`config.mk`:
```
export PLATFORM = sky130hd
export DESIGN_NAME = freq_meter
export DESIGN_NICKNAME = d
export VERILOG_FILES = /design/src/freq_meter.sv
export VERILOG_INCLUDE_DIRS = /design/src
export SDC_FILE = /design/constraint.sdc
export NUM_CORES = 1
export LEC_CHECK = 0
export BUFFER_PORTS_ARGS = -buffer_cell sky130_fd_sc_hd__buf_2
export CAP_MARGIN = 25
export CORE_MARGIN = 2
export CORE_UTILIZATION = 53
export CTS_CLUSTER_SIZE = 28
export DETAILED_ROUTE_END_ITERATION = 10
export PLACE_DENSITY_LB_ADDON = 0.25
export SLEW_MARGIN = 20
export SYNTH_ARGS = -nofsm -noshare
export SYNTH_HDL_FRONTEND = slang
export SYNTH_SLANG_ARGS = --single-unit
export TNS_END_PERCENT = 30
```
`constraint.sdc`:
```
create_clock -name dspclk -period 4.6 [get_ports dspclk]
set_clock_uncertainty 0.05 [all_clocks]
set_input_delay 0.92 -clock dspclk [delete_from_list [all_inputs] [get_ports dspclk]]
set_output_delay 0.92 -clock dspclk [all_outputs]
set_load 0.03 [all_outputs]
```
`src/board_defines.svh`:
```
`ifndef BOARD_DEFINES_SVH
`define BOARD_DEFINES_SVH

// coefficient matrix is COEF_DIM x COEF_DIM, one frame holds COEF_DIM samples
`define COEF_DIM 8
// row-major address, row * COEF_DIM + column
`define COEF_ADDR_WIDTH 6

// signed samples in and out of the mixer
`define SAMPLE_WIDTH 16
// products are scaled back by this many bits
`define COEF_FRAC_BITS 15
// diagonal word after reset, re = 0x7fff and im = 0
`define COEF_UNITY 32'h7fff0000

// clock monitor inputs
`define FREQ_CHANNELS 4
// gate window is 2**FREQ_GATE_BITS dspclk cycles
`define FREQ_GATE_BITS 8
`define FREQ_WIDTH 32

// length of the dsp core reset after the last request
`define RESET_STRETCH 4

`endif

```
`src/freq_meter.sv`:
```
`timescale 1ns/1ps
`include "board_defines.svh"

module freq_meter (
	input logic dspclk,
	input logic reset,
	input logic [`FREQ_CHANNELS-1:0] fin,
	output logic freq_stb,
	output logic [`FREQ_CHANNELS*`FREQ_WIDTH-1:0] freq_data
);

	logic [`FREQ_CHANNELS-1:0] fin_meta;
	logic [`FREQ_CHANNELS-1:0] fin_sync;
	logic [`FREQ_CHANNELS-1:0] fin_prev;
	logic [`FREQ_CHANNELS-1:0] fin_rise;
	logic [`FREQ_GATE_BITS-1:0] gate_cnt;
	logic gate_end;
	logic [`FREQ_WIDTH-1:0] edge_cnt [`FREQ_CHANNELS];
	logic [`FREQ_WIDTH-1:0] edge_next [`FREQ_CHANNELS];

	// monitor inputs are asynchronous to dspclk
	always_ff @(posedge dspclk) begin
		if (reset) begin
			fin_meta <= '0;
			fin_sync <= '0;
			fin_prev <= '0;
		end else begin
			fin_meta <= fin;
			fin_sync <= fin_meta;
			fin_prev <= fin_sync;
		end
	end

	assign fin_rise = fin_sync & ~fin_prev;

	// last cycle of the window
	assign gate_end = &gate_cnt;

	// count including an edge seen in the current cycle
	always_comb begin
		for (int i = 0; i < `FREQ_CHANNELS; i++) begin
			edge_next[i] = edge_cnt[i] + {{(`FREQ_WIDTH-1){1'b0}}, fin_rise[i]};
		end
	end

	always_ff @(posedge dspclk) begin
		if (reset) begin
			gate_cnt <= '0;
			freq_stb <= 1'b0;
			for (int i = 0; i < `FREQ_CHANNELS; i++) begin
				edge_cnt[i] <= '0;
			end
		end else begin
			gate_cnt <= gate_cnt + 1'b1;
			freq_stb <= gate_end;
			for (int i = 0; i < `FREQ_CHANNELS; i++) begin
				if (gate_end) begin
					edge_cnt[i] <= '0;
				end else begin
					edge_cnt[i] <= edge_next[i];
				end
			end
		end
	end

	// all channels update together at the window boundary
	always_ff @(posedge dspclk) begin
		if (gate_end) begin
			for (int i = 0; i < `FREQ_CHANNELS; i++) begin
				freq_data[i*`FREQ_WIDTH +: `FREQ_WIDTH] <= edge_next[i];
			end
		end
	end

endmodule

```
==> metrics list <==
- Grt total ovfl: 0
- Clock sink count: 277
* DR pass1 iterations: 5
- The floorplan has 56 rows.
* DIE AREA: 24700 um^2
* Portion of total power attributed to the clock network: 39.4%
* Total clock buffers created by CTS: 28
* R2R cell count: 5
- Run status: completed
- Setup violation total in the final timing report: 0
- The first global-routing pass estimated 38400 um of wire.
- Synthesized netlist cell count: 985
* Overall power: 5.16 mW
- STA classifies the critical path startpoint as a flop.
* Most used cell along the critical path: buf_4
- Per report_power, the sequential group accounts for 56.6% of the total.
- Async SR Flop Fraction: 0%
- Seq cells post-synth: 277
* Dominant synthesized flop cell: edfxtp_1
* Count leader, synth: edfxtp_1
- From synthesis to final layout, the design area changed by 18.6%.
* Top-level I/O count: 135
- The number of buffers and inverters on the critical path is 2.
- In this design, the largest share of critical-path delay is due to buffers and inverters.
- Combinational fraction of design power: 4.0%
- In this run, post-CTS repair resized a total of 0 instances.
* RSZ-0062 raised after global routing: false
- The region available for standard cell placement spans 23300 um^2.
- For this run, the number of Yosys warnings is 0.
- The count of buffers added on input and output ports is 134.
- The setup path with the least slack is of type flop to flop.
- Number of enable flip-flop cells after synthesis: 256
* FF-to-FF setup slack: 1.72 ns
- VDD IR-drop max: 266 uV
- Filler Cells Inserted: 1850
* Average routed wire per standard cell: 14.9 um
* Post-Syn Area per Cell: 12.6 um^2
- For the worst-skew pair, the clock arrives at the later sink with an insertion delay of 0.53 ns.
- Routed WL: 23700 um
- Dividing the detail-routed via count by the number of cells gives 5.20.
- Ratio of cells with drive above 1 in the final layout: 15.4%
- Buffers added to address setup during post-CTS repair amount to 0.
- Summed over all instances, the cell type with the most area after synthesis is edfxtp_1.
- Of the total power, the share spent switching nets is 21.2%.
* Clock-pin transition on the worst setup and hold timing paths: 0.06 ns
- Detailed placement ended at an HPWL of 16400 um.
- After detailed placement, the total cell area comes to 13900 um^2.
- In the global route stage, overall resource usage came out at 19.3%.
* CP Data Arrival Time: 2.99 ns
- The worst pin sits at a relative slew slack of 39.8%.
* R2r startpoint: gate_cnt[0]
- H-Tree Level Count: 1
* Total negative slack for setup checks: 0 ns
- Yosys mapped the design onto 42 distinct sky130hd cell types.
- Area taken by multi-input logic gates: 4620 um^2
- The final-report hold violation count is 0.
- Remaining antenna violation count: 0
* Worst hold margin: 0.385 ns
- Class of the tightest hold or removal check: flop to flop
- Slowest CP cell: buf_4
* CP Cell Sequence: ha_1, and3_1, and2_4, buf_4, buf_4
* Iteration-0 DRC Markers: 443
- Summed over all cells, the static leakage comes to 5.60 nW.
- The clock period could shrink to 2.88 ns.
- Count of hold-fix buffers inserted at cts: 0
- Along the worst path, the maximum fanout reaches 72.
- The worst hold path terminates at fin_sync[0].
- The number of antenna diodes in the final layout is 0.
* Max capacitance violation total: 0
- The root buffer cell chosen for the clock tree is clkbuf_16.
- Area taken by flip-flops and latches: 8110 um^2
- Data required, critical path: 4.70 ns
* Internal portion of total power: 4.06 mW
- Core utilization of the finished layout: 63.4%
- DRC errors left: 0
- Die width: 157 um
* Cell types occupying the most area after synthesis: edfxtp_1 (62%), nand2_1 (3.4%), dfxtp_1 (3.4%), and2_1 (3.1%), xnor2_1 (2.8%)
- For this configuration, the core starts out at a cell density of 53.4%.
* Biggest cell delay along the critical path: 0.80 ns
- The final layout contains 1269 nets.
* Cell Area, Synth: 12400 um^2
- Non-Filler Cell Area, Final: 14700 um^2
- The number of antenna violations at the first check in global routing is 0.
- The worst setup path is captured at a flop.
* Height of the chip: 157 um
* Crit share post-route: 62.7%
- Final weighted congestion in routability-driven placement: 0.828
- Number of buffers between clock root and the deepest sink: 3
- Maximum achievable frequency: 347 MHz
- In this run the power spent charging and discharging nets is 1.10 mW.
* Hold Path Origin: fin_meta[0]
- TritonCTS built the clock tree.
- The final route contains 8255 vias.
- The share of the Yosys chip area taken by registers is 65.3%.
- Portion of synthesized cell area occupied by the leading cell type: 61.9%
- Counting instances, the worst hold path has a depth of 1.
- The number of global-route vias before repair came to 7917.
- FF-to-FF End: freq_data[56]
- Most frequent cells after synthesis: edfxtp_1 (256), nand2_1 (114), and2_1 (61), a21oi_1 (58), nand3_1 (46)
* Maximum number of pins on one net before global-route repair: 73
- Slew at the pin with the worst max-slew slack: 0.903 ns
* Power Density: 350 nW/um^2
- Max Slew Vio Count: 0
-- logic make-up (layout without fill, tap and decap cells) --
family	count (synthesis)	after routing	synth area share, %
fa+ha+maj	12	12	1.21
mux	14	14	1.13
xor+xnor	69	69	4.86
flops	277	277	65.3
buf+inv	47	205	1.51
other cells	1	128	0.0302
simple gates	450	450	20.6
compound gates	115	115	5.41
-- placed cells by master (no fill, tap or decap), types with 22 or more instances in the layout --
cell type  Yosys  routed
conb_1         1     128
clkbuf_16      0      29
or4_1         36      36
or3_1         22      22
o31ai_1       31      31
nand4_1       39      39
xor2_1        29      29
and2_1        61      60
buf_2          3     134
xnor2_1       40      40
nand3_1       46      46
a21oi_1       58      57
edfxtp_1     256     256
nand2_1      114     114
-- layout make-up --
class                           count  area share, %
Clock buffer                       35           5.08
Clock inverter                     14          0.467
Inverter                           16          0.408
Multi-Input combinational cell    788           31.4
Sequential cell                   277           55.0
Tap cell                          319           2.71
Timing Repair Buffer              140           4.97
-- registers in the layout, summed over array words and instances (netlist names) --
name,count
edge_cnt,128
gate_cnt,8
freq_data,128
fin_prev,4
freq_stb,1
fin_meta,4
fin_sync,4
-- through the flow --
step                      worst slack, ns  instances
after floorplan                      1.01       1112
after global placement               1.78       1538
after detailed placement             1.68       1538
after CTS                            1.68       1587
after global routing                 1.47       1589
final                                1.72       1589
-- worst reg2reg max path, delay by kind of cell, from the launching register on --
family / cells / cell delay [ns]
buffers and inverters: 2 / 1.40
and+or+nand+nor: 2 / 0.40
DFF: 1 / 0.35
adders and majority gates: 1 / 0.23
-- layer usage --
metal | track usage [%] | share of wire (%)
met1 | 27.0 | 45
met2 | 32.1 | 48
met3 | 2.78 | 5.2
met4 | 4.68 | 1.8
met5 | 0 | 0
-- power by group through the flow --
| stage | sequential (mW) | combinational (mW) | clock, mW |
|---|---|---|---|
| final | 2.92 | 0.206 | 2.03 |
| after global routing | 2.93 | 0.239 | 2.17 |
| after CTS | 2.92 | 0.204 | 2.09 |
| after detailed placement | 2.97 | 0.201 | 0 |
| after global placement | 2.97 | 0.197 | 0 |
| after floorplan | 2.95 | 0.157 | 0 |
-- how the worst max path moves through the flow --
stage,cells past startpoint,start,endpoint
6_report,5,gate_cnt[0],freq_data[56]
5_1_grt,7,fin_sync[1],edge_cnt[1][26]
4_1_cts,5,gate_cnt[0],freq_data[56]
3_5_place_dp,5,gate_cnt[0],freq_data[48]
3_3_place_gp,5,gate_cnt[0],freq_data[48]
2_1_floorplan,7,gate_cnt[0],edge_cnt[0][26]
Note: power is estimated with default switching activity, not from simulation.
