===== config.mk =====
export PLATFORM = sky130hd
export DESIGN_NAME = coef_bank
export DESIGN_NICKNAME = d
export VERILOG_FILES = /design/src/board_pkg.sv /design/src/coef_bank.sv
export VERILOG_INCLUDE_DIRS = /design/src
export SDC_FILE = /design/constraint.sdc
export NUM_CORES = 2
export LEC_CHECK = 0
export CORE_AREA = 2 2 632 634
export DETAILED_ROUTE_END_ITERATION = 10
export DIE_AREA = 0 0 634 636
export DONT_BUFFER_PORTS = 1
export PLACE_DENSITY = 0.4
export SYNTH_ARGS = -nofsm -noshare
export SYNTH_HDL_FRONTEND = slang
export SYNTH_SLANG_ARGS = --single-unit

===== constraint.sdc =====
create_clock -name dspclk -period 7.2 [get_ports dspclk]
set_input_delay 1.44 -clock dspclk [delete_from_list [all_inputs] [get_ports dspclk]]
set_output_delay 1.44 -clock dspclk [all_outputs]
set_load 0.03 [all_outputs]

===== src/board_defines.svh =====
`ifndef BOARD_DEFINES_SVH
`define BOARD_DEFINES_SVH

// coefficient matrix is COEF_DIM x COEF_DIM, one frame holds COEF_DIM samples
`define COEF_DIM 8
// row-major address, row * COEF_DIM + column
`define COEF_ADDR_WIDTH 6

// signed samples in and out of the mixer
`define SAMPLE_WIDTH 16
// products are scaled back by this many bits
`define COEF_FRAC_BITS 15
// diagonal word after reset, re = 0x7fff and im = 0
`define COEF_UNITY 32'h7fff0000

// clock monitor inputs
`define FREQ_CHANNELS 4
// gate window is 2**FREQ_GATE_BITS dspclk cycles
`define FREQ_GATE_BITS 8
`define FREQ_WIDTH 32

// length of the dsp core reset after the last request
`define RESET_STRETCH 4

`endif


===== src/board_pkg.sv =====
`include "board_defines.svh"

package board_pkg;

	// one coefficient register, written and read back as a raw word,
	// decoded by the mixer as a complex gain
	typedef union packed {
		logic [2*`SAMPLE_WIDTH-1:0] raw;
		struct packed {
			logic signed [`SAMPLE_WIDTH-1:0] re;
			logic signed [`SAMPLE_WIDTH-1:0] im;
		} parts;
	} coef_word_t;

endpackage


===== src/coef_bank.sv =====
`timescale 1ns/1ps
`include "board_defines.svh"

module coef_bank import board_pkg::*; (
	input logic dspclk,
	input logic reset,
	input logic coef_wstb,
	input logic [`COEF_ADDR_WIDTH-1:0] coef_waddr,
	input coef_word_t coef_wdata,
	input logic [`COEF_ADDR_WIDTH-1:0] mix_raddr,
	output coef_word_t mix_rdata,
	input logic [`COEF_ADDR_WIDTH-1:0] coef_raddr,
	output coef_word_t coef_rdata
);

	localparam int DEPTH = `COEF_DIM * `COEF_DIM;

	// row-major storage
	coef_word_t coef [DEPTH];

	// identity matrix on reset, single write port otherwise
	always_ff @(posedge dspclk) begin
		if (reset) begin
			for (int i = 0; i < DEPTH; i++) begin
				if ((i / `COEF_DIM) == (i % `COEF_DIM)) begin
					coef[i].raw <= `COEF_UNITY;
				end else begin
					coef[i].raw <= '0;
				end
			end
		end else if (coef_wstb) begin
			coef[coef_waddr].raw <= coef_wdata.raw;
		end
	end

	// mixer read port, one cycle latency
	always_ff @(posedge dspclk) begin
		mix_rdata <= coef[mix_raddr];
	end

	// register readback port, also one cycle latency
	always_ff @(posedge dspclk) begin
		if (reset) begin
			coef_rdata.raw <= '0;
		end else begin
			coef_rdata <= coef[coef_raddr];
		end
	end

endmodule


==> results.sh <==
export IMPL_unrepaired_setup_endpoints_after_global_routing="false"
export IMPL_netlist_area_mm2=0.111
export IMPL_static_leak_nw=40.7
export IMPL_placedInstanceArea_mm2=0.117
export IMPL_worst_setup_hold_path_clk_slew_ps=70
export IMPL_routabilityCongestion=0.821
export IMPL_worst_vdd_drop_v=0.000149
export IMPL_final_cell_area_mm2=0.125
export IMPL_power_share_sequential_pct=46.7
export IMPL_synthArstFlopShare_pct=0
export IMPL_max_slew_worst_pin_slew_ps=2700
export IMPL_synth_flop_cell="sky130_fd_sc_hd__edfxtp_1"
export IMPL_design_die_area_mm2=0.403
export IMPL_drtAntennaViolNets=0
export IMPL_cp_end_kind="flip-flop"
export IMPL_post_cts_setup_buffers=0
export IMPL_routed_wl_per_cell_um=38.7
export IMPL_critPathLaunchType="input port"
export IMPL_fp_dieW_um=634
export IMPL_syn_to_final_growth_pct=13.5
export IMPL_synthTopCellsByArea="sky130_fd_sc_hd__edfxtp_1, sky130_fd_sc_hd__mux4_2, sky130_fd_sc_hd__and2_1, sky130_fd_sc_hd__clkbuf_1, sky130_fd_sc_hd__dfxtp_1"
export IMPL_final_min_period_over_clock_period_pct=75.5
export IMPL_worst_skew_pair_late_latency_ps=900
export IMPL_maxCapViolations=0
export IMPL_setup_tns_ps=0
export IMPL_initial_antenna_violation_count=66
export IMPL_numCtsBuffers=271
export IMPL_clock_skew_final_ps=46.8
export IMPL_cts_hold_fix_buffers=0
export IMPL_die_height_um=636
export IMPL_power_switching_mw=8.14
export IMPL_detailed_place_hpwl_um=281000
export IMPL_critical_path_peak_fanout=133
export IMPL_cts_tree="yes"
export IMPL_root_buffer="sky130_fd_sc_hd__clkbuf_16"
export IMPL_ioPinCount=117
export IMPL_synthesis_nets=6998
export IMPL_power_density_mw_per_mm2=251
export IMPL_slew_viol_final=384
export IMPL_routed_via_count=66038
export IMPL_outcome="finished with violations"
export IMPL_final_util_pct=31.6
export IMPL_final_hold_viol_count=0
export IMPL_netlist_instances=6945
export IMPL_via_count_of_the_first_global_routing_pass=66911
export IMPL_synth_enable_flop_cells=2048
export IMPL_setup_reg_to_reg_worst_slack_ps=4110
export IMPL_failing_checks="slew limit"
export IMPL_synth_most_common_cell="sky130_fd_sc_hd__edfxtp_1"
export IMPL_fillers=38430
export IMPL_remaining_drc_errors=0
export IMPL_coreArea_mm2=0.397
export IMPL_final_layout_size_suffix_gt1_share_pct=28.4
export IMPL_grt_util_all_layers_pct=23.0
export IMPL_drtPass1Iterations=5
export IMPL_vias_per_cell=5.44
export IMPL_post_synth_cell_area_avg_um2=15.9
export IMPL_synth_cell_types=52
export IMPL_slew_headroom_pct=-80.0
export IMPL_synth_top_area_share_pct=55.6
export IMPL_fin_nets=6688
export IMPL_hold_class="input port to flip-flop"
export IMPL_synth_largest_area_cell="sky130_fd_sc_hd__edfxtp_1"
export IMPL_synth_sequential_area_ratio_pct=56.8
export IMPL_total_power_mw=31.5
export IMPL_internal_power_mw=23.3
export IMPL_global_route_wire_length_before_repair_um=632000
export IMPL_pwr_share_clk_pct=43.0
export IMPL_yosys_warnings=0
export IMPL_htree_num_levels=5
export IMPL_synthTopCellsByCount="sky130_fd_sc_hd__edfxtp_1, sky130_fd_sc_hd__and2_1, sky130_fd_sc_hd__mux4_2"
export IMPL_critical_path_arrival_ps=6140
export IMPL_largest_net_degree_at_the_start_of_global_routing=495
export IMPL_comb_power_share_pct=10.3
export IMPL_wl_um=470000
export IMPL_setup_viol_count_final=0
export IMPL_count_of_instances_resized_after_the_clock_tree_is_built=0
export IMPL_setup_ws_ps=1760
export IMPL_yosys_register_bits=2112
export IMPL_start_util_pct=27.8
export IMPL_period_minus_slack_ps=5440
export IMPL_placementRows=232
export IMPL_sw_frac_of_total_pct=25.9
export IMPL_path_class="input port to flip-flop"
export IMPL_detailedRoute_firstIterationViolations=8418
export IMPL_globalRoute_totalOverflow=0
export IMPL_clockBufferDepth=4
export IMPL_io_buffers=0
export IMPL_achievable_frequency_mhz=184
export IMPL_cts_num_sinks=2112
export IMPL_place_ws_ps=1830
export IMPL_timing_critical_path_required_ps=7900
layer usage:
layer  global-route usage [%]  wire [µm]  part of all wire, %
met2                     38.6     231000                   49
met1                     31.0     197000                   42
met4                     6.09      13300                  2.8
met3                     3.43      28800                  6.1
met5                        0          0                    0
registers in the layout, indices dropped and copies added, names as in the netlist:
register,flops
coef,2048
coef_rdata,32
mix_rdata,32
cell type report:
type / instances / area [µm²] / area share (%)
Tap cell: 5265 / 6590 / 5.25
Timing Repair Buffer: 207 / 1890 / 1.51
Clock inverter: 131 / 1210 / 0.966
Clock buffer: 350 / 7290 / 5.81
Inverter: 4 / 25.0 / 0.0199
Multi-Input combinational cell: 4039 / 45600 / 36.4
Antenna cell: 34 / 85.1 / 0.0678
Sequential cell: 2112 / 62800 / 50.0
cell usage in the layout, fill, tap and decap left out, types with 8 or more instances in the layout:
cell and instances:
sky130_fd_sc_hd__nand2_1 64, sky130_fd_sc_hd__clkbuf_16 277, sky130_fd_sc_hd__o22ai_1 36, sky130_fd_sc_hd__a211oi_1 54, sky130_fd_sc_hd__o21ai_0 13, sky130_fd_sc_hd__mux2_2 59, sky130_fd_sc_hd__bufinv_16 17, sky130_fd_sc_hd__o21ai_4 64
sky130_fd_sc_hd__nor4_1 9, sky130_fd_sc_hd__clkinv_8 10, sky130_fd_sc_hd__clkbuf_8 8, sky130_fd_sc_hd__a221oi_1 10, sky130_fd_sc_hd__buf_16 11, sky130_fd_sc_hd__clkinvlp_4 9, sky130_fd_sc_hd__nor2_2 8, sky130_fd_sc_hd__nor2b_1 55
sky130_fd_sc_hd__buf_4 186, sky130_fd_sc_hd__or3_1 120, sky130_fd_sc_hd__nand2_2 9, sky130_fd_sc_hd__clkinv_1 54, sky130_fd_sc_hd__diode_2 34, sky130_fd_sc_hd__a21oi_1 45, sky130_fd_sc_hd__clkbuf_1 65, sky130_fd_sc_hd__mux2i_1 112
sky130_fd_sc_hd__mux4_2 1149, sky130_fd_sc_hd__clkinv_2 33, sky130_fd_sc_hd__a22oi_1 72, sky130_fd_sc_hd__and2_1 1933, sky130_fd_sc_hd__edfxtp_1 2048, sky130_fd_sc_hd__o41ai_1 11, sky130_fd_sc_hd__nor2_1 46, sky130_fd_sc_hd__nand3_1 13
sky130_fd_sc_hd__dfxtp_1 64, sky130_fd_sc_hd__buf_12 8, sky130_fd_sc_hd__nor2_4 61
stage by stage:
step / hold WS, ps / instances
2_1_floorplan: 740 / 6945
3_3_place_gp: 883 / 11614
3_5_place_dp: 904 / 11618
4_1_cts: 562 / 12099
5_1_grt: 600 / 12120
6_report: 636 / 12142
final timing paths:
check / start / end / cells past startpoint
worst max-delay path: mix_raddr[0] / mix_rdata[5] / 7
worst min-delay path: reset / coef_rdata[22] / 1
worst max register to register: coef[26][12] / coef_rdata[12] / 4
worst min register to register: coef[56][24] / coef_rdata[24] / 4
critical path: stages:
cell and delay [ps]:
sky130_fd_sc_hd__buf_16 720, sky130_fd_sc_hd__buf_16 860, sky130_fd_sc_hd__buf_16 550, sky130_fd_sc_hd__mux4_2 610, sky130_fd_sc_hd__mux4_2 620, sky130_fd_sc_hd__o22ai_1 520
sky130_fd_sc_hd__a21oi_1 240
logic make-up after synthesis:
logic type / count (synthesis) / share of synthesized area (%)
buffers and inverters: 794 / 3.12
muxes: 1320 / 25.0
AOI/OAI and AO/OA: 361 / 2.19
and+or+nand+nor: 2358 / 12.9
DFF: 2112 / 56.8
power by group through the flow:
stage	Combinational [mW]	Clock, mW	Sequential, mW
global placement	3.01	0	14.9
detailed placement	3.02	0	14.9
CTS	3.03	13.8	14.7
global route	3.33	14.2	14.8
floorplan	2.11	0	14.7
finish	3.25	13.5	14.7
Power figures use the tool's default switching activity.
