### src/board_defines.svh
`ifndef BOARD_DEFINES_SVH
`define BOARD_DEFINES_SVH

// coefficient matrix is COEF_DIM x COEF_DIM, one frame holds COEF_DIM samples
`define COEF_DIM 8
// row-major address, row * COEF_DIM + column
`define COEF_ADDR_WIDTH 6

// signed samples in and out of the mixer
`define SAMPLE_WIDTH 16
// products are scaled back by this many bits
`define COEF_FRAC_BITS 15
// diagonal word after reset, re = 0x7fff and im = 0
`define COEF_UNITY 32'h7fff0000

// clock monitor inputs
`define FREQ_CHANNELS 4
// gate window is 2**FREQ_GATE_BITS dspclk cycles
`define FREQ_GATE_BITS 8
`define FREQ_WIDTH 32

// length of the dsp core reset after the last request
`define RESET_STRETCH 4

`endif

### src/board_pkg.sv
`include "board_defines.svh"

package board_pkg;

	// one coefficient register, written and read back as a raw word,
	// decoded by the mixer as a complex gain
	typedef union packed {
		logic [2*`SAMPLE_WIDTH-1:0] raw;
		struct packed {
			logic signed [`SAMPLE_WIDTH-1:0] re;
			logic signed [`SAMPLE_WIDTH-1:0] im;
		} parts;
	} coef_word_t;

endpackage

### src/chan_mixer.sv
`timescale 1ns/1ps
`include "board_defines.svh"

module chan_mixer import board_pkg::*; (
	input logic dspclk,
	input logic dsp_reset,
	input logic in_stb,
	input logic [`COEF_DIM*`SAMPLE_WIDTH-1:0] in_data,
	output logic busy,
	output logic [`COEF_ADDR_WIDTH-1:0] mix_raddr,
	input coef_word_t mix_rdata,
	output logic out_stb,
	output logic [`COEF_DIM*`SAMPLE_WIDTH-1:0] out_data
);

	localparam int ACC_WIDTH = 40;
	localparam int PROD_WIDTH = 2 * `SAMPLE_WIDTH;
	localparam int IDX_WIDTH = $clog2(`COEF_DIM);
	localparam int LAST_TERM = `COEF_DIM * `COEF_DIM - 1;
	localparam int LAST_COL = `COEF_DIM - 1;
	localparam logic signed [ACC_WIDTH-1:0] SAT_MAX = 2 ** (`SAMPLE_WIDTH - 1) - 1;
	localparam logic signed [ACC_WIDTH-1:0] SAT_MIN = -(2 ** (`SAMPLE_WIDTH - 1));

	logic [`COEF_DIM*`SAMPLE_WIDTH-1:0] frame;
	logic issuing;
	logic [`COEF_ADDR_WIDTH-1:0] term;
	logic rd_valid;
	logic [`COEF_ADDR_WIDTH-1:0] term_d;
	logic [IDX_WIDTH-1:0] col_d;
	logic [IDX_WIDTH-1:0] row_d;
	logic signed [`SAMPLE_WIDTH-1:0] sample;
	logic signed [PROD_WIDTH-1:0] product;
	logic signed [ACC_WIDTH-1:0] acc;
	logic signed [ACC_WIDTH-1:0] acc_base;
	logic signed [ACC_WIDTH-1:0] sum;
	logic signed [ACC_WIDTH-1:0] scaled;
	logic signed [`SAMPLE_WIDTH-1:0] sat_val;
	logic [`COEF_DIM*`SAMPLE_WIDTH-1:0] res;
	logic [`COEF_DIM*`SAMPLE_WIDTH-1:0] res_next;

	// term counter is the row-major coefficient address
	assign mix_raddr = term;

	// term_d lines up with the returned coefficient
	assign col_d = term_d[IDX_WIDTH-1:0];
	assign row_d = term_d[`COEF_ADDR_WIDTH-1:IDX_WIDTH];
	assign sample = frame[col_d*`SAMPLE_WIDTH +: `SAMPLE_WIDTH];
	assign product = mix_rdata.parts.re * sample;

	always_comb begin
		// new row starts from zero
		if (col_d == '0) begin
			acc_base = '0;
		end else begin
			acc_base = acc;
		end
		sum = acc_base + product;

		// floor shift, then clamp to the sample range
		scaled = sum >>> `COEF_FRAC_BITS;
		if (scaled > SAT_MAX) begin
			sat_val = SAT_MAX[`SAMPLE_WIDTH-1:0];
		end else if (scaled < SAT_MIN) begin
			sat_val = SAT_MIN[`SAMPLE_WIDTH-1:0];
		end else begin
			sat_val = scaled[`SAMPLE_WIDTH-1:0];
		end

		res_next = res;
		res_next[row_d*`SAMPLE_WIDTH +: `SAMPLE_WIDTH] = sat_val;
	end

	// control, aborted by dsp_reset
	always_ff @(posedge dspclk) begin
		if (dsp_reset) begin
			busy <= 1'b0;
			issuing <= 1'b0;
			rd_valid <= 1'b0;
			out_stb <= 1'b0;
		end else begin
			out_stb <= 1'b0;
			rd_valid <= issuing;
			if (in_stb && !busy) begin
				busy <= 1'b1;
				issuing <= 1'b1;
			end else if (issuing && term == LAST_TERM) begin
				issuing <= 1'b0;
			end
			// last product lands this cycle
			if (rd_valid && term_d == LAST_TERM) begin
				busy <= 1'b0;
				out_stb <= 1'b1;
			end
		end
	end

	// datapath
	always_ff @(posedge dspclk) begin
		if (in_stb && !busy) begin
			frame <= in_data;
			term <= '0;
		end else if (issuing) begin
			term <= term + 1'b1;
		end
		term_d <= term;
		if (rd_valid) begin
			acc <= sum;
			if (col_d == LAST_COL) begin
				res <= res_next;
			end
			// out_data holds until the next frame completes
			if (term_d == LAST_TERM) begin
				out_data <= res_next;
			end
		end
	end

endmodule

### config.mk
export PLATFORM = sky130hd
export DESIGN_NAME = chan_mixer
export DESIGN_NICKNAME = d
export VERILOG_FILES = /design/src/board_pkg.sv /design/src/chan_mixer.sv
export VERILOG_INCLUDE_DIRS = /design/src
export SDC_FILE = /design/constraint.sdc
export NUM_CORES = 1
export LEC_CHECK = 0
export BUFFER_PORTS_ARGS = -buffer_cell sky130_fd_sc_hd__buf_2
export CAP_MARGIN = 20
export CORE_UTILIZATION = 61
export DETAILED_ROUTE_END_ITERATION = 12
export PLACE_DENSITY = 0.82
export SETUP_SLACK_MARGIN = 0.4
export SKIP_CTS_REPAIR_TIMING = 1
export SYNTH_ARGS = -nofsm -noshare
export SYNTH_HDL_FRONTEND = slang
export SYNTH_SLANG_ARGS = --single-unit
export TNS_END_PERCENT = 5
### constraint.sdc
create_clock -name dspclk -period 11.4 [get_ports dspclk]
set_input_delay 3.42 -clock dspclk [delete_from_list [all_inputs] [get_ports dspclk]]
set_output_delay 3.42 -clock dspclk [all_outputs]
set_load 0.1 [all_outputs]
==> results.toml <==
[run]
cap_viol_max_count = 0

[drt]
route.detailed.vias_per_inst = 5.89
drt-wirelength-per-cell_um = 21.0
number_of_remaining_drc_errors = 0
vias = 19700
dr.pass1.iters = 6
drt_antenna_net_count = 0
drt_iter0_markers = 1791
wirelength_mm = 70.1

[clocking]
ctsHtreeMaxLevel = 2
tritoncts.num_buffers = 44
clock_tree.buffer_depth = 3
cts_root_buffer = "sky130_fd_sc_hd__clkbuf_16"
clk_transition_reported_paths_ns = 0.06
tritoncts = "built"
cts_sinks = 440
worstSkewPairLatency_ns = 0.60

[yosys]
syn_inst = 2402
synth_area_mm2 = 0.0295
synth_commonest_cells = "sky130_fd_sc_hd__edfxtp_1, sky130_fd_sc_hd__inv_1, sky130_fd_sc_hd__fa_1"
ys_seq_elements = 440
synth.top_cells.by_area = "sky130_fd_sc_hd__edfxtp_1, sky130_fd_sc_hd__fa_1, sky130_fd_sc_hd__inv_1"
syn_area_per_cell_um2 = 12.3
synthMostInstantiatedCell = "sky130_fd_sc_hd__edfxtp_1"
top_cell_type_s_share_of_synthesized_area_pct = 43.2
post_synth_num_cell_types = 69
synth-edff-count = 424
asyncSetResetFlopFracSynth_pct = 0
synth_nets = 3013
yosys.area.top_type = "sky130_fd_sc_hd__edfxtp_1"
synth.yosys.seq_area_share_pct = 44.3
ys_dominant_reg_cell = "sky130_fd_sc_hd__edfxtp_1"
synthesis.yosys.warnings = 0

[worst_setup_path]
critical_path_required_ns = 11.70
cpMaxStageDelayCell = "sky130_fd_sc_hd__fa_1"
maximum_fanout_encountered_on_the_critical_timing_path = 17
critical-path-max-stage-delay_ns = 0.60
critPathArrivalTime_ns = 10.94
setup.reg_to_reg.worst_slack_ns = 1.82
worst_setup_path_start_kind = "input pin"
critical_path.n_buffers_inverters = 10
critPathTopFamily = "adder cells"
cpMostUsedCell = "sky130_fd_sc_hd__fa_1"
criticalPathCategory = "in -> reg"
capturing_element_type_of_the_critical_path = "register"

[timing]
fmax_mhz = 94.0
share_of_the_clock_period_used_by_the_worst_path_pct = 93.3
timing_hold_violations_final = 0
unrepaired_setup_endpoints_after_global_routing = "no"
final-setup-viol-count = 0
timing_worst_slew_pin_value_ns = 1.12
clock-skew-final_ns = 0.0227
setup_tns_ns = 0
period_minus_slack_ns = 10.64
drv_slew = 0
worst_slew_margin_rel_pct = 25.4

[placed_design]
portBuffers = 282
finalWeightedCongestion = 0.928
place.detailed.hpwl_mm = 50.4
placement.cell_area_mm2 = 0.0318

[global_routing]
grt_overflow = 0
grt_antenna_before_repair = 0
grt_start_max_net_pins = 77
first_pass_grt_wire_length_mm = 113
number_of_global_route_vias_before_repair = 21300
total_global_routing_track_utilization_pct = 29.5

[floorplan]
floorplan.die.height_um = 222
initial_utilization_pct = 61.7
core-area_mm2 = 0.0477
dieArea_mm2 = 0.0492
fp-row-count = 80
die_width_um = 222
boundaryPins = 299

[outcome]
status = "complete, no violations"

[hold_path]
hp-class = "reg -> reg"

[layout]
antenna_cells_inserted = 0
areaGrowthSynthToFinish_pct = 13.6
final_layout_size_suffix_gt1_share_pct = 18.3
nets = 3305
fin_area_mm2 = 0.0335
placed cells by master (no fill, tap or decap), drive strengths merged, types with 9 or more instances in the layout:
| cell type | count |
|---|---|
| clkinv | 18 |
| ha | 118 |
| a211oi | 15 |
| fa | 330 |
| xor2 | 9 |
| nand4 | 12 |
| clkbuf | 52 |
| mux4 | 32 |
| mux2 | 13 |
| a21oi | 50 |
| and2 | 94 |
| inv | 422 |
| mux2i | 9 |
| dfxtp | 16 |
| nand2b | 23 |
| o21ai | 27 |
| edfxtp | 424 |
| nor2 | 185 |
| nor2b | 76 |
| a31oi | 111 |
| xnor2 | 22 |
| nand2 | 161 |
| a21o | 9 |
| nor3 | 19 |
| a41oi | 23 |
| nand3 | 10 |
| buf | 345 |
per-layer routing:
layer  global-route usage, %  share of wire, %
met4                    9.92               3.0
met3                    6.76               9.2
met1                    37.9                38
met2                    49.7                50
met5                       0                 0
state kept, by name, summed over array words and instances (netlist names):
signal     flops
out_stb        1
rd_valid       1
issuing        1
frame        128
mix_raddr      6
res          128
acc           40
term_d         6
out_data     128
busy           1
through the flow:
step                instances  util [%]  hold WS [ns]  worst slack [ns]
floorplan                2402         -         0.507             0.893
global placement         3252      66.5         0.393             0.190
detailed placement       3254      66.6         0.411           0.00424
CTS                      3336      69.8         0.427             0.548
global route             3345      70.1         0.449             0.383
finish                   3345      70.1         0.438             0.760
worst reg2reg max path: stages (launching register included):
cell,delay [ns]
sky130_fd_sc_hd__dfxtp_2,0.51
sky130_fd_sc_hd__buf_4,0.43
sky130_fd_sc_hd__mux4_2,0.60
sky130_fd_sc_hd__mux2_2,0.44
sky130_fd_sc_hd__and2_1,0.25
sky130_fd_sc_hd__fa_2,0.69
sky130_fd_sc_hd__inv_1,0.09
sky130_fd_sc_hd__fa_1,0.70
sky130_fd_sc_hd__fa_1,0.52
sky130_fd_sc_hd__fa_1,0.67
sky130_fd_sc_hd__inv_1,0.14
sky130_fd_sc_hd__fa_1,0.55
sky130_fd_sc_hd__inv_1,0.06
sky130_fd_sc_hd__fa_1,0.54
sky130_fd_sc_hd__inv_1,0.04
sky130_fd_sc_hd__ha_1,0.39
sky130_fd_sc_hd__and3_1,0.24
sky130_fd_sc_hd__nand3_1,0.13
sky130_fd_sc_hd__nand2b_1,0.15
sky130_fd_sc_hd__a211oi_1,0.05
sky130_fd_sc_hd__buf_4,0.17
sky130_fd_sc_hd__or3_1,0.35
sky130_fd_sc_hd__a211oi_1,0.28
sky130_fd_sc_hd__nand4_1,0.21
sky130_fd_sc_hd__o41ai_4,0.45
sky130_fd_sc_hd__clkbuf_16,0.26
sky130_fd_sc_hd__buf_4,0.24
sky130_fd_sc_hd__a31oi_1,0.15
path summary, 6_finish.rpt:
check,start,to,cells after the start
worst max-delay path,mix_rdata[31],res[24]$_DFFE_PP_,27
worst min-delay path,mix_raddr[5]$_SDFFE_PP0P_,term_d[5]$_DFF_P_,0
worst max register to register,term_d[0]$_DFF_P_,res[24]$_DFFE_PP_,27
worst min register to register,mix_raddr[5]$_SDFFE_PP0P_,term_d[5]$_DFF_P_,0
kinds of logic (layout without fill, tap and decap cells):
group           Yosys count  after routing  share of synthesized area, %
simple gates            615            615                          10.3
buf+inv                 521            849                          6.75
fa+ha+maj               448            448                          27.4
flops                   440            440                          44.3
compound gates          293            293                          7.07
mux                      54             54                          3.25
xor+xnor                 31             31                         0.921
cell type report:
type                    count  area, µm²
multi-input cells        1441      14500
well taps                 615        769
clock inverters            32        397
flip-flops and latches    440      13100
fillers                  3097      14300
repair buffers            347       2030
inverters                 420       1580
clock buffers              50       1130
Power is not shown: default switching activity piles up to over one toggle a cycle in this logic, so the estimate is an artifact.
