==> config.mk <==
export PLATFORM = sky130hd
export DESIGN_NAME = reset_stretch
export DESIGN_NICKNAME = d
export VERILOG_FILES = /design/src/reset_stretch.sv
export VERILOG_INCLUDE_DIRS = /design/src
export SDC_FILE = /design/constraint.sdc
export NUM_CORES = 1
export LEC_CHECK = 0
export BUFFER_PORTS_ARGS = -buffer_cell sky130_fd_sc_hd__buf_2
export CAP_MARGIN = 15
export CORE_AREA = 2 2 39 41
export CTS_CLUSTER_SIZE = 25
export DETAILED_ROUTE_END_ITERATION = 6
export DIE_AREA = 0 0 41 43
export PLACE_DENSITY = 0.34
export SYNTH_ARGS = -nofsm -noshare
export SYNTH_HDL_FRONTEND = slang
export SYNTH_SLANG_ARGS = --single-unit
==> constraint.sdc <==
create_clock -name dspclk -period 1.65 [get_ports dspclk]
set_input_delay 0.0825 -clock dspclk [delete_from_list [all_inputs] [get_ports dspclk]]
set_output_delay 0.0825 -clock dspclk [all_outputs]
set_load 0.01 [all_outputs]
==> src/board_defines.svh <==
`ifndef BOARD_DEFINES_SVH
`define BOARD_DEFINES_SVH

// coefficient matrix is COEF_DIM x COEF_DIM, one frame holds COEF_DIM samples
`define COEF_DIM 8
// row-major address, row * COEF_DIM + column
`define COEF_ADDR_WIDTH 6

// signed samples in and out of the mixer
`define SAMPLE_WIDTH 16
// products are scaled back by this many bits
`define COEF_FRAC_BITS 15
// diagonal word after reset, re = 0x7fff and im = 0
`define COEF_UNITY 32'h7fff0000

// clock monitor inputs
`define FREQ_CHANNELS 4
// gate window is 2**FREQ_GATE_BITS dspclk cycles
`define FREQ_GATE_BITS 8
`define FREQ_WIDTH 32

// length of the dsp core reset after the last request
`define RESET_STRETCH 4

`endif

==> src/reset_stretch.sv <==
`timescale 1ns/1ps
`include "board_defines.svh"

module reset_stretch (
	input logic dspclk,
	input logic reset,
	input logic soft_reset_stb,
	output logic dsp_reset
);

	localparam int CNT_WIDTH = $clog2(`RESET_STRETCH + 1);

	logic [CNT_WIDTH-1:0] cnt;
	logic [CNT_WIDTH-1:0] cnt_next;

	// board reset and the software strobe both reload the counter
	always_comb begin
		if (reset || soft_reset_stb) begin
			cnt_next = CNT_WIDTH'(`RESET_STRETCH);
		end else if (cnt != '0) begin
			cnt_next = cnt - 1'b1;
		end else begin
			cnt_next = '0;
		end
	end

	// registered so dsp_reset follows the counter without glitches
	always_ff @(posedge dspclk) begin
		cnt <= cnt_next;
		dsp_reset <= (cnt_next != '0);
	end

endmodule

==> metrics.md, run 1 <==
| Metric | Value |
|---|---|
| Num ports | 4 |
| H-tree levels | 1 |
| Post-CTS Setup Repair Bufs | 0 |
| Crit Path Class | flop to flop |
| Highest clock rate | 658 MHz |
| CP cell instances | nor2_2, inv_1, ha_1, or3_4, or3b_1 |
| CTS Sinks | 4 |
| Clock slew at reported path FFs | about 40 ps |
| Min-delay worst type | input pin to flop |
| Final ANT Viol Nets | 0 |
| Comb power frac | 8.8% |
| Vias in the first global route | 128 |
| CP max FO | 3 |
| Clock Skew | between 0.7 and 0.8 ps |
| Unrepaired setup endpoints after global routing | false |
| CTS tree | built |
| Core area | 1380 um2 |
| Yosys warns | 0 |
| Tmin final | 1520 ps |
| First drt pass iteration count | 4 |
| Max_cap viols | 0 |
| Initial Util | roughly an eighth |
| Inserted Clock Buffers | 3 |
| Critical path's largest stage delay | between 300 and 400 ps |
| Worst setup SP type | flop |
| Share of layout cells above drive strength 1 | 34.8% |
| Fin crit share | roughly 90% |
| Outcome | finished clean |
| Filler cells | 157 |
| Die ar. | 1760 um2 |
| Area Overhead vs Synth | 35.6% |
| Cells after Synth | 17 |
| Pre-CTS WS | around 88 ps |
| Worst-Margin Slew | between 150 and 200 ps |
| Area of the multi-input gates | 83.8 um2 |
| Sequential share of power | a little over two fifths |
| Hold Vio Cnt, Final | 0 |
| Final wirelength | 282 um |
| RD Place Congestion | 0.670 |
| Clock Path Buffers | 2 |
| Worst setup margin | 130 ps |
| Die H | 43 um |
| Int Power | ~0.00020 W |
| Tot GR Track Use | 5.22% |
| Power density cells | 1100 nW/um2 |
| Avg Cell Area, Syn | 9.94 um2 |
| Final routed DRC violation total | 0 |
| Register area | 80.1 um2 |
| Initial antenna violation count | 0 |
| Netlist cell types | 11 |
| DIE WIDTH | a little over 40 um |
| Sequential element share of the synthesized area | 47.4% |
| Pin count of the biggest net entering global routing | 5 |
| Post_cts resized | 0 |
| Via/cell ratio | 3.28 |
| Clock network power share | 48.2% |
| Final setup viols | 0 |
| First-pass GRT wire length | 531 um |
| Cell row count | 14 |
| Slowest CP cell | or3b_1 |
| CP Buf/Inv Count | 1 |
| #FFs+latches synth | 4 |
| Gr ovfl total | 0 |
| Nets | 30 |
| Worst slew margin | 86.9% |
| Clk root buf | clkbuf_4 |
| Leakage power | 0.108 nW |
| Crit path DAT | 1630 ps |
| Netlist Area Pre-Place | between 150 and 200 um2 |
| DRT iter0 DRCs | 2 |
| Kind of cell adding the most delay to the critical path | simple AND/OR/NAND/NOR gates |
| Syn nets | 22 |
| Clock latency on the worst-skew pair | 230 ps |
| Fin Setup TNS | 0 ps |
| Hold Buf Count CTS | 0 |
| Crit end category | flop |
| Worst vdd ir | between 0.2 and 0.3 mV |
| P_sw | approximately 0.000056 W |
| Ant diodes | 0 |
| IO Port Bufs | 3 |
| Routed WL per cell | 7.23 um |
| Fin. max-slew vios | 0 |
| Routed vias | 128 |
| Required @ worst endpoint | 1760 ps |
| Switching share of power | between 20% and 30% |
-- layout by cell type (no fill, tap or decap), drive strengths merged --
| master | count |
|---|---|
| nand2 | 2 |
| buf | 3 |
| ha | 2 |
| nor4 | 1 |
| nor2 | 1 |
| nand2b | 1 |
| dfxtp | 4 |
| clkbuf | 3 |
| or3 | 1 |
| a21oi | 1 |
| inv | 2 |
| a211oi | 1 |
| or3b | 1 |
-- power by group through the flow --
stage	clock network (W)	logic (W)	registers, W
final	0.000121	0.0000222	0.000108
after CTS	0.000130	0.0000219	0.000107
after floorplan	0	0.0000146	0.000108
after detailed placement	0	0.0000218	0.000109
after global routing	0.000139	0.0000260	0.000109
after global placement	0	0.0000211	0.000109
-- per-layer routing --
layer,track usage (%),up-vias,part of all wire (%)
met1,5.79,53,49
li1,-,69,-
met5,0,-,0
met2,5.00,6,34
met4,6.00,0,0
met3,4.71,0,16
-- cells in the mapped netlist --
cell type / count / area, um2
a211oi_1: 1 / 7.51
ha_1: 2 / 25.0
dfxtp_1: 4 / 80.1
nor2_1: 1 / 3.75
or3_4: 1 / 11.3
inv_1: 2 / 7.51
or3b_1: 1 / 8.76
nand2b_1: 1 / 6.26
a21oi_1: 1 / 5.00
nand2_1: 2 / 7.51
nor4_1: 1 / 6.26
-- metrics by stage --
| stage | area (um2) | std cells | total power, W | util (%) | hold WS, ps |
|---|---|---|---|---|---|
| after global routing | 229 | 39 | 0.000274 | 16.5 | 42.1 |
| final | 229 | 39 | 0.000251 | 16.5 | 46.8 |
| after detailed placement | 204 | 36 | 0.000131 | 14.7 | 289 |
| after floorplan | 169 | 17 | 0.000123 | - | 155 |
| after CTS | 226 | 39 | 0.000260 | 16.4 | 37.2 |
| after global placement | 204 | 36 | 0.000130 | 14.7 | 280 |
-- path summary, 6_finish.rpt --
| check | start | endpoint | slack (ps) | depth (start not counted) |
|---|---|---|---|---|
| setup / recovery | cnt[1]$_DFF_P_ | dsp_reset$_DFF_P_ | 130 | 5 |
| hold / removal | reset | cnt[1]$_DFF_P_ | 50 | 2 |
| setup reg to reg | cnt[1]$_DFF_P_ | dsp_reset$_DFF_P_ | 130 | 5 |
| hold reg to reg | cnt[0]$_DFF_P_ | cnt[0]$_DFF_P_ | 500 | 1 |
-- cells by family after synthesis --
logic type,Yosys count,share of synthesized area (%)
simple gates,7,25.9
flops,4,47.4
compound gates,2,7.41
buf+inv,2,4.45
fa+ha+maj,2,14.8
-- sequential cells by signal (all words and copies together), names as in the netlist --
signal     flops
cnt            3
dsp_reset      1
-- area by class of cell --
type,count,area share [%]
clock buffer,3,9.84
inverter,2,3.28
multi-input combinational,11,36.6
sequential,4,35.0
tap,16,8.74
timing repair buffer,3,6.56
(Power assumes the default switching activity.)
==> run 2, diff against run 1 <==
PLACE_DENSITY = 0.3   (was 0.34)
==> run 2 against run 1 <==
  * Combinational power is essentially flat
  * Clock-buffer cell count is the same
  * Via count shrank 1.6%
  * Clock skew rose by 4.7 ps
  * Total power shrank 1.1%
  * Maximum frequency grew 1.9%
  * Setup slack gained 29 ps
  * Critical path depth is the same
  * Flip-flop and latch count is the same
  * Core utilization unchanged
  * Global-route usage rose by 0.19 points
  * Sequential share of layout area is the same
  * Critical endpoint unchanged
==> metrics.md, run 2 (synthesis results as in run 1) <==
| Metric | Value |
|---|---|
| Nets | 30 (unchanged) |
| Share of layout cells above drive strength 1 | 34.8% (unchanged) |
| Most common cell after layout, fill and taps aside | dfxtp_1 |
| Filler cells | 153 (-2.5%) |
| Sequential share of power | 43.4% (+0.5 points) |
| Power density cells | 1090 nW/um2 (-1.1%) |
| Hpwl dp | slightly above 200 um |
| Crit Path Class | flop to flop |
| P_sw | 0.0000530 W (-4.8%) |
| Routed vias | 126 (-1.6%) |
| Top Registers | cnt (3), dsp_reset (1) |
| Area Overhead vs Synth | 35.6% (unchanged) |
| Gr ovfl total | 0 (unchanged) |
| Fin. max-slew vios | 0 (unchanged) |
| Hold Vio Cnt, Final | 0 (unchanged) |
| First-pass GRT wire length | 496 um (-6.6%) |
| Comb power frac | 8.9% (about the same) |
| Die H | 43 um (unchanged) |
| Unrepaired setup endpoints after global routing | false |
| Leakage power | 0.108 nW (unchanged) |
| Inserted Clock Buffers | 3 (unchanged) |
| First drt pass iteration count | 2 (-2) |
| Most frequent cells in the layout | dfxtp_1, clkbuf_4, buf_2 |
| Via/cell ratio | 3.23 (-1.6%) |
| Initial antenna violation count | 0 (unchanged) |
| Worst vdd ir | 0.382 mV (+30%) |
| Fin Setup TNS | 0 ps (unchanged) |
| Most flop-heavy register | cnt |
| Min-delay worst type | input pin to flop |
| Clock network power share | 47.7% (-0.5 points) |
| Worst slew margin | 86.0% (-0.98 points) |
| Final ANT Viol Nets | 0 (unchanged) |
| Switching share of power | 21.3% (-0.82 points) |
| Core area | 1380 um2 (unchanged) |
| Pin count of the biggest net entering global routing | 5 (unchanged) |
| Num ports | 4 (unchanged) |
| Clock Skew | 5.47 ps (+4.75 ps) |
| H-tree levels | 1 (unchanged) |
| Highest clock rate | 671 MHz (+1.9%) |
| Worst-Margin Slew | 209 ps (+14.6 ps) |
| Crit path DAT | 1600 ps (-30 ps) |
| Worst setup SP type | flop |
| Die ar. | 1760 um2 (unchanged) |
| Crit end category | flop |
| DRT iter0 DRCs | 1 (-1) |
| CTS Sinks | 4 (unchanged) |
| Final routed DRC violation total | 0 (unchanged) |
| Routed WL per cell | 6.74 um (-6.7%) |
| Max_cap viols | 0 (unchanged) |
| Vias in the first global route | 112 (-13%) |
| Tmin final | 1490 ps (-28.8 ps) |
| Clock Path Buffers | 2 (unchanged) |
| Fin crit share | 90.4% (-1.7 points) |
| Required @ worst endpoint | 1760 ps (about the same) |
| Ant diodes | 0 (unchanged) |
| Int Power | 0.000196 W (-0.11%) |
| Outcome | finished clean |
| Tot GR Track Use | 5.41% (+0.19 points) |
| Final setup viols | 0 (unchanged) |
| Max reg flops | 3 (unchanged) |
| Clk root buf | clkbuf_4 |
| IO Port Bufs | 3 (unchanged) |
| CTS tree | built |
| Cell row count | 14 (unchanged) |
| Layout Cells excl Fill | 39 (unchanged) |
| RD Place Congestion | 0.632 (-5.7%) |
| Initial Util | 12.2% (unchanged) |
| CP max FO | 3 (unchanged) |
| Clock slew at reported path FFs | 40 ps (about the same) |
| Final wirelength | 263 um (-6.7%) |
| Clock latency on the worst-skew pair | 230 ps (about the same) |
| DIE WIDTH | 41 um (unchanged) |
| Post-CTS Setup Repair Bufs | 0 (unchanged) |
| Placed insts | 36 (unchanged) |
## run 2: cell counts in the layout (fill, tap and decap cells not counted)
Identical to the previous run, type by type.
## run 2: repair_timing
item,4_1_cts,5_1_grt
gates resized for setup,0,1
hold buffers,0,0
endpoints found under the setup margin,0,1
## run 2: worst paths after layout
| path | start | end | slack (ps) | cells past startpoint |
|---|---|---|---|---|
| worst min-delay path | reset | cnt[1]$_DFF_P_ | 50 | 2 |
| worst min register to register | cnt[0]$_DFF_P_ | cnt[0]$_DFF_P_ | 490 | 1 |
| worst max register to register | cnt[1]$_DFF_P_ | dsp_reset$_DFF_P_ | 160 | 5 |
| worst max-delay path | cnt[1]$_DFF_P_ | dsp_reset$_DFF_P_ | 160 | 5 |
## run 2: per-stage QoR
stage / hold WS (ps) / cell area, um2 / setup WS [ps] / utilization [%] / power, W
after detailed placement: 286 / 204 / 109 / 14.7 / 0.000130
after floorplan: 155 / 169 / 182 / - / 0.000123
after global placement: 291 / 204 / 136 / 14.7 / 0.000130
after CTS: 43.2 / 226 / 107 / 16.4 / 0.000254
final: 49.6 / 229 / 159 / 16.5 / 0.000249
after global routing: 37.9 / 229 / 42.3 / 16.5 / 0.000276
## run 2: critical path: stages, from the launching register on
cell and delay, ps:
dfxtp_1 310, nor2_2 140, inv_1 60, ha_1 170, or3_4 320, or3b_1 370
## run 2: layer usage
metal / track usage, % / vias up / part of all wire (%)
li1: - / 70 / -
met1: 6.71 / 50 / 56
met2: 2.81 / 6 / 29
met3: 9.42 / 0 / 15
met4: 4.00 / 0 / 0
met5: 0 / - / 0
## run 2: area by class of cell
class                      count  area [um2]  area share, %
timing repair buffer           3        15.0           6.56
multi-input combinational     11        83.8           36.6
tap                           16        20.0           8.74
clock buffer                   3        22.5           9.84
sequential                     4        80.1           35.0
inverter                       2        7.51           3.28
## run 2: power groups by stage
stage	Sequential [W]	Combinational (W)	Clock [W]
2_1_floorplan	0.000108	0.0000146	0
3_3_place_gp	0.000109	0.0000217	0
3_5_place_dp	0.000108	0.0000220	0
4_1_cts	0.000107	0.0000223	0.000124
5_1_grt	0.000109	0.0000267	0.000140
6_report	0.000108	0.0000222	0.000118
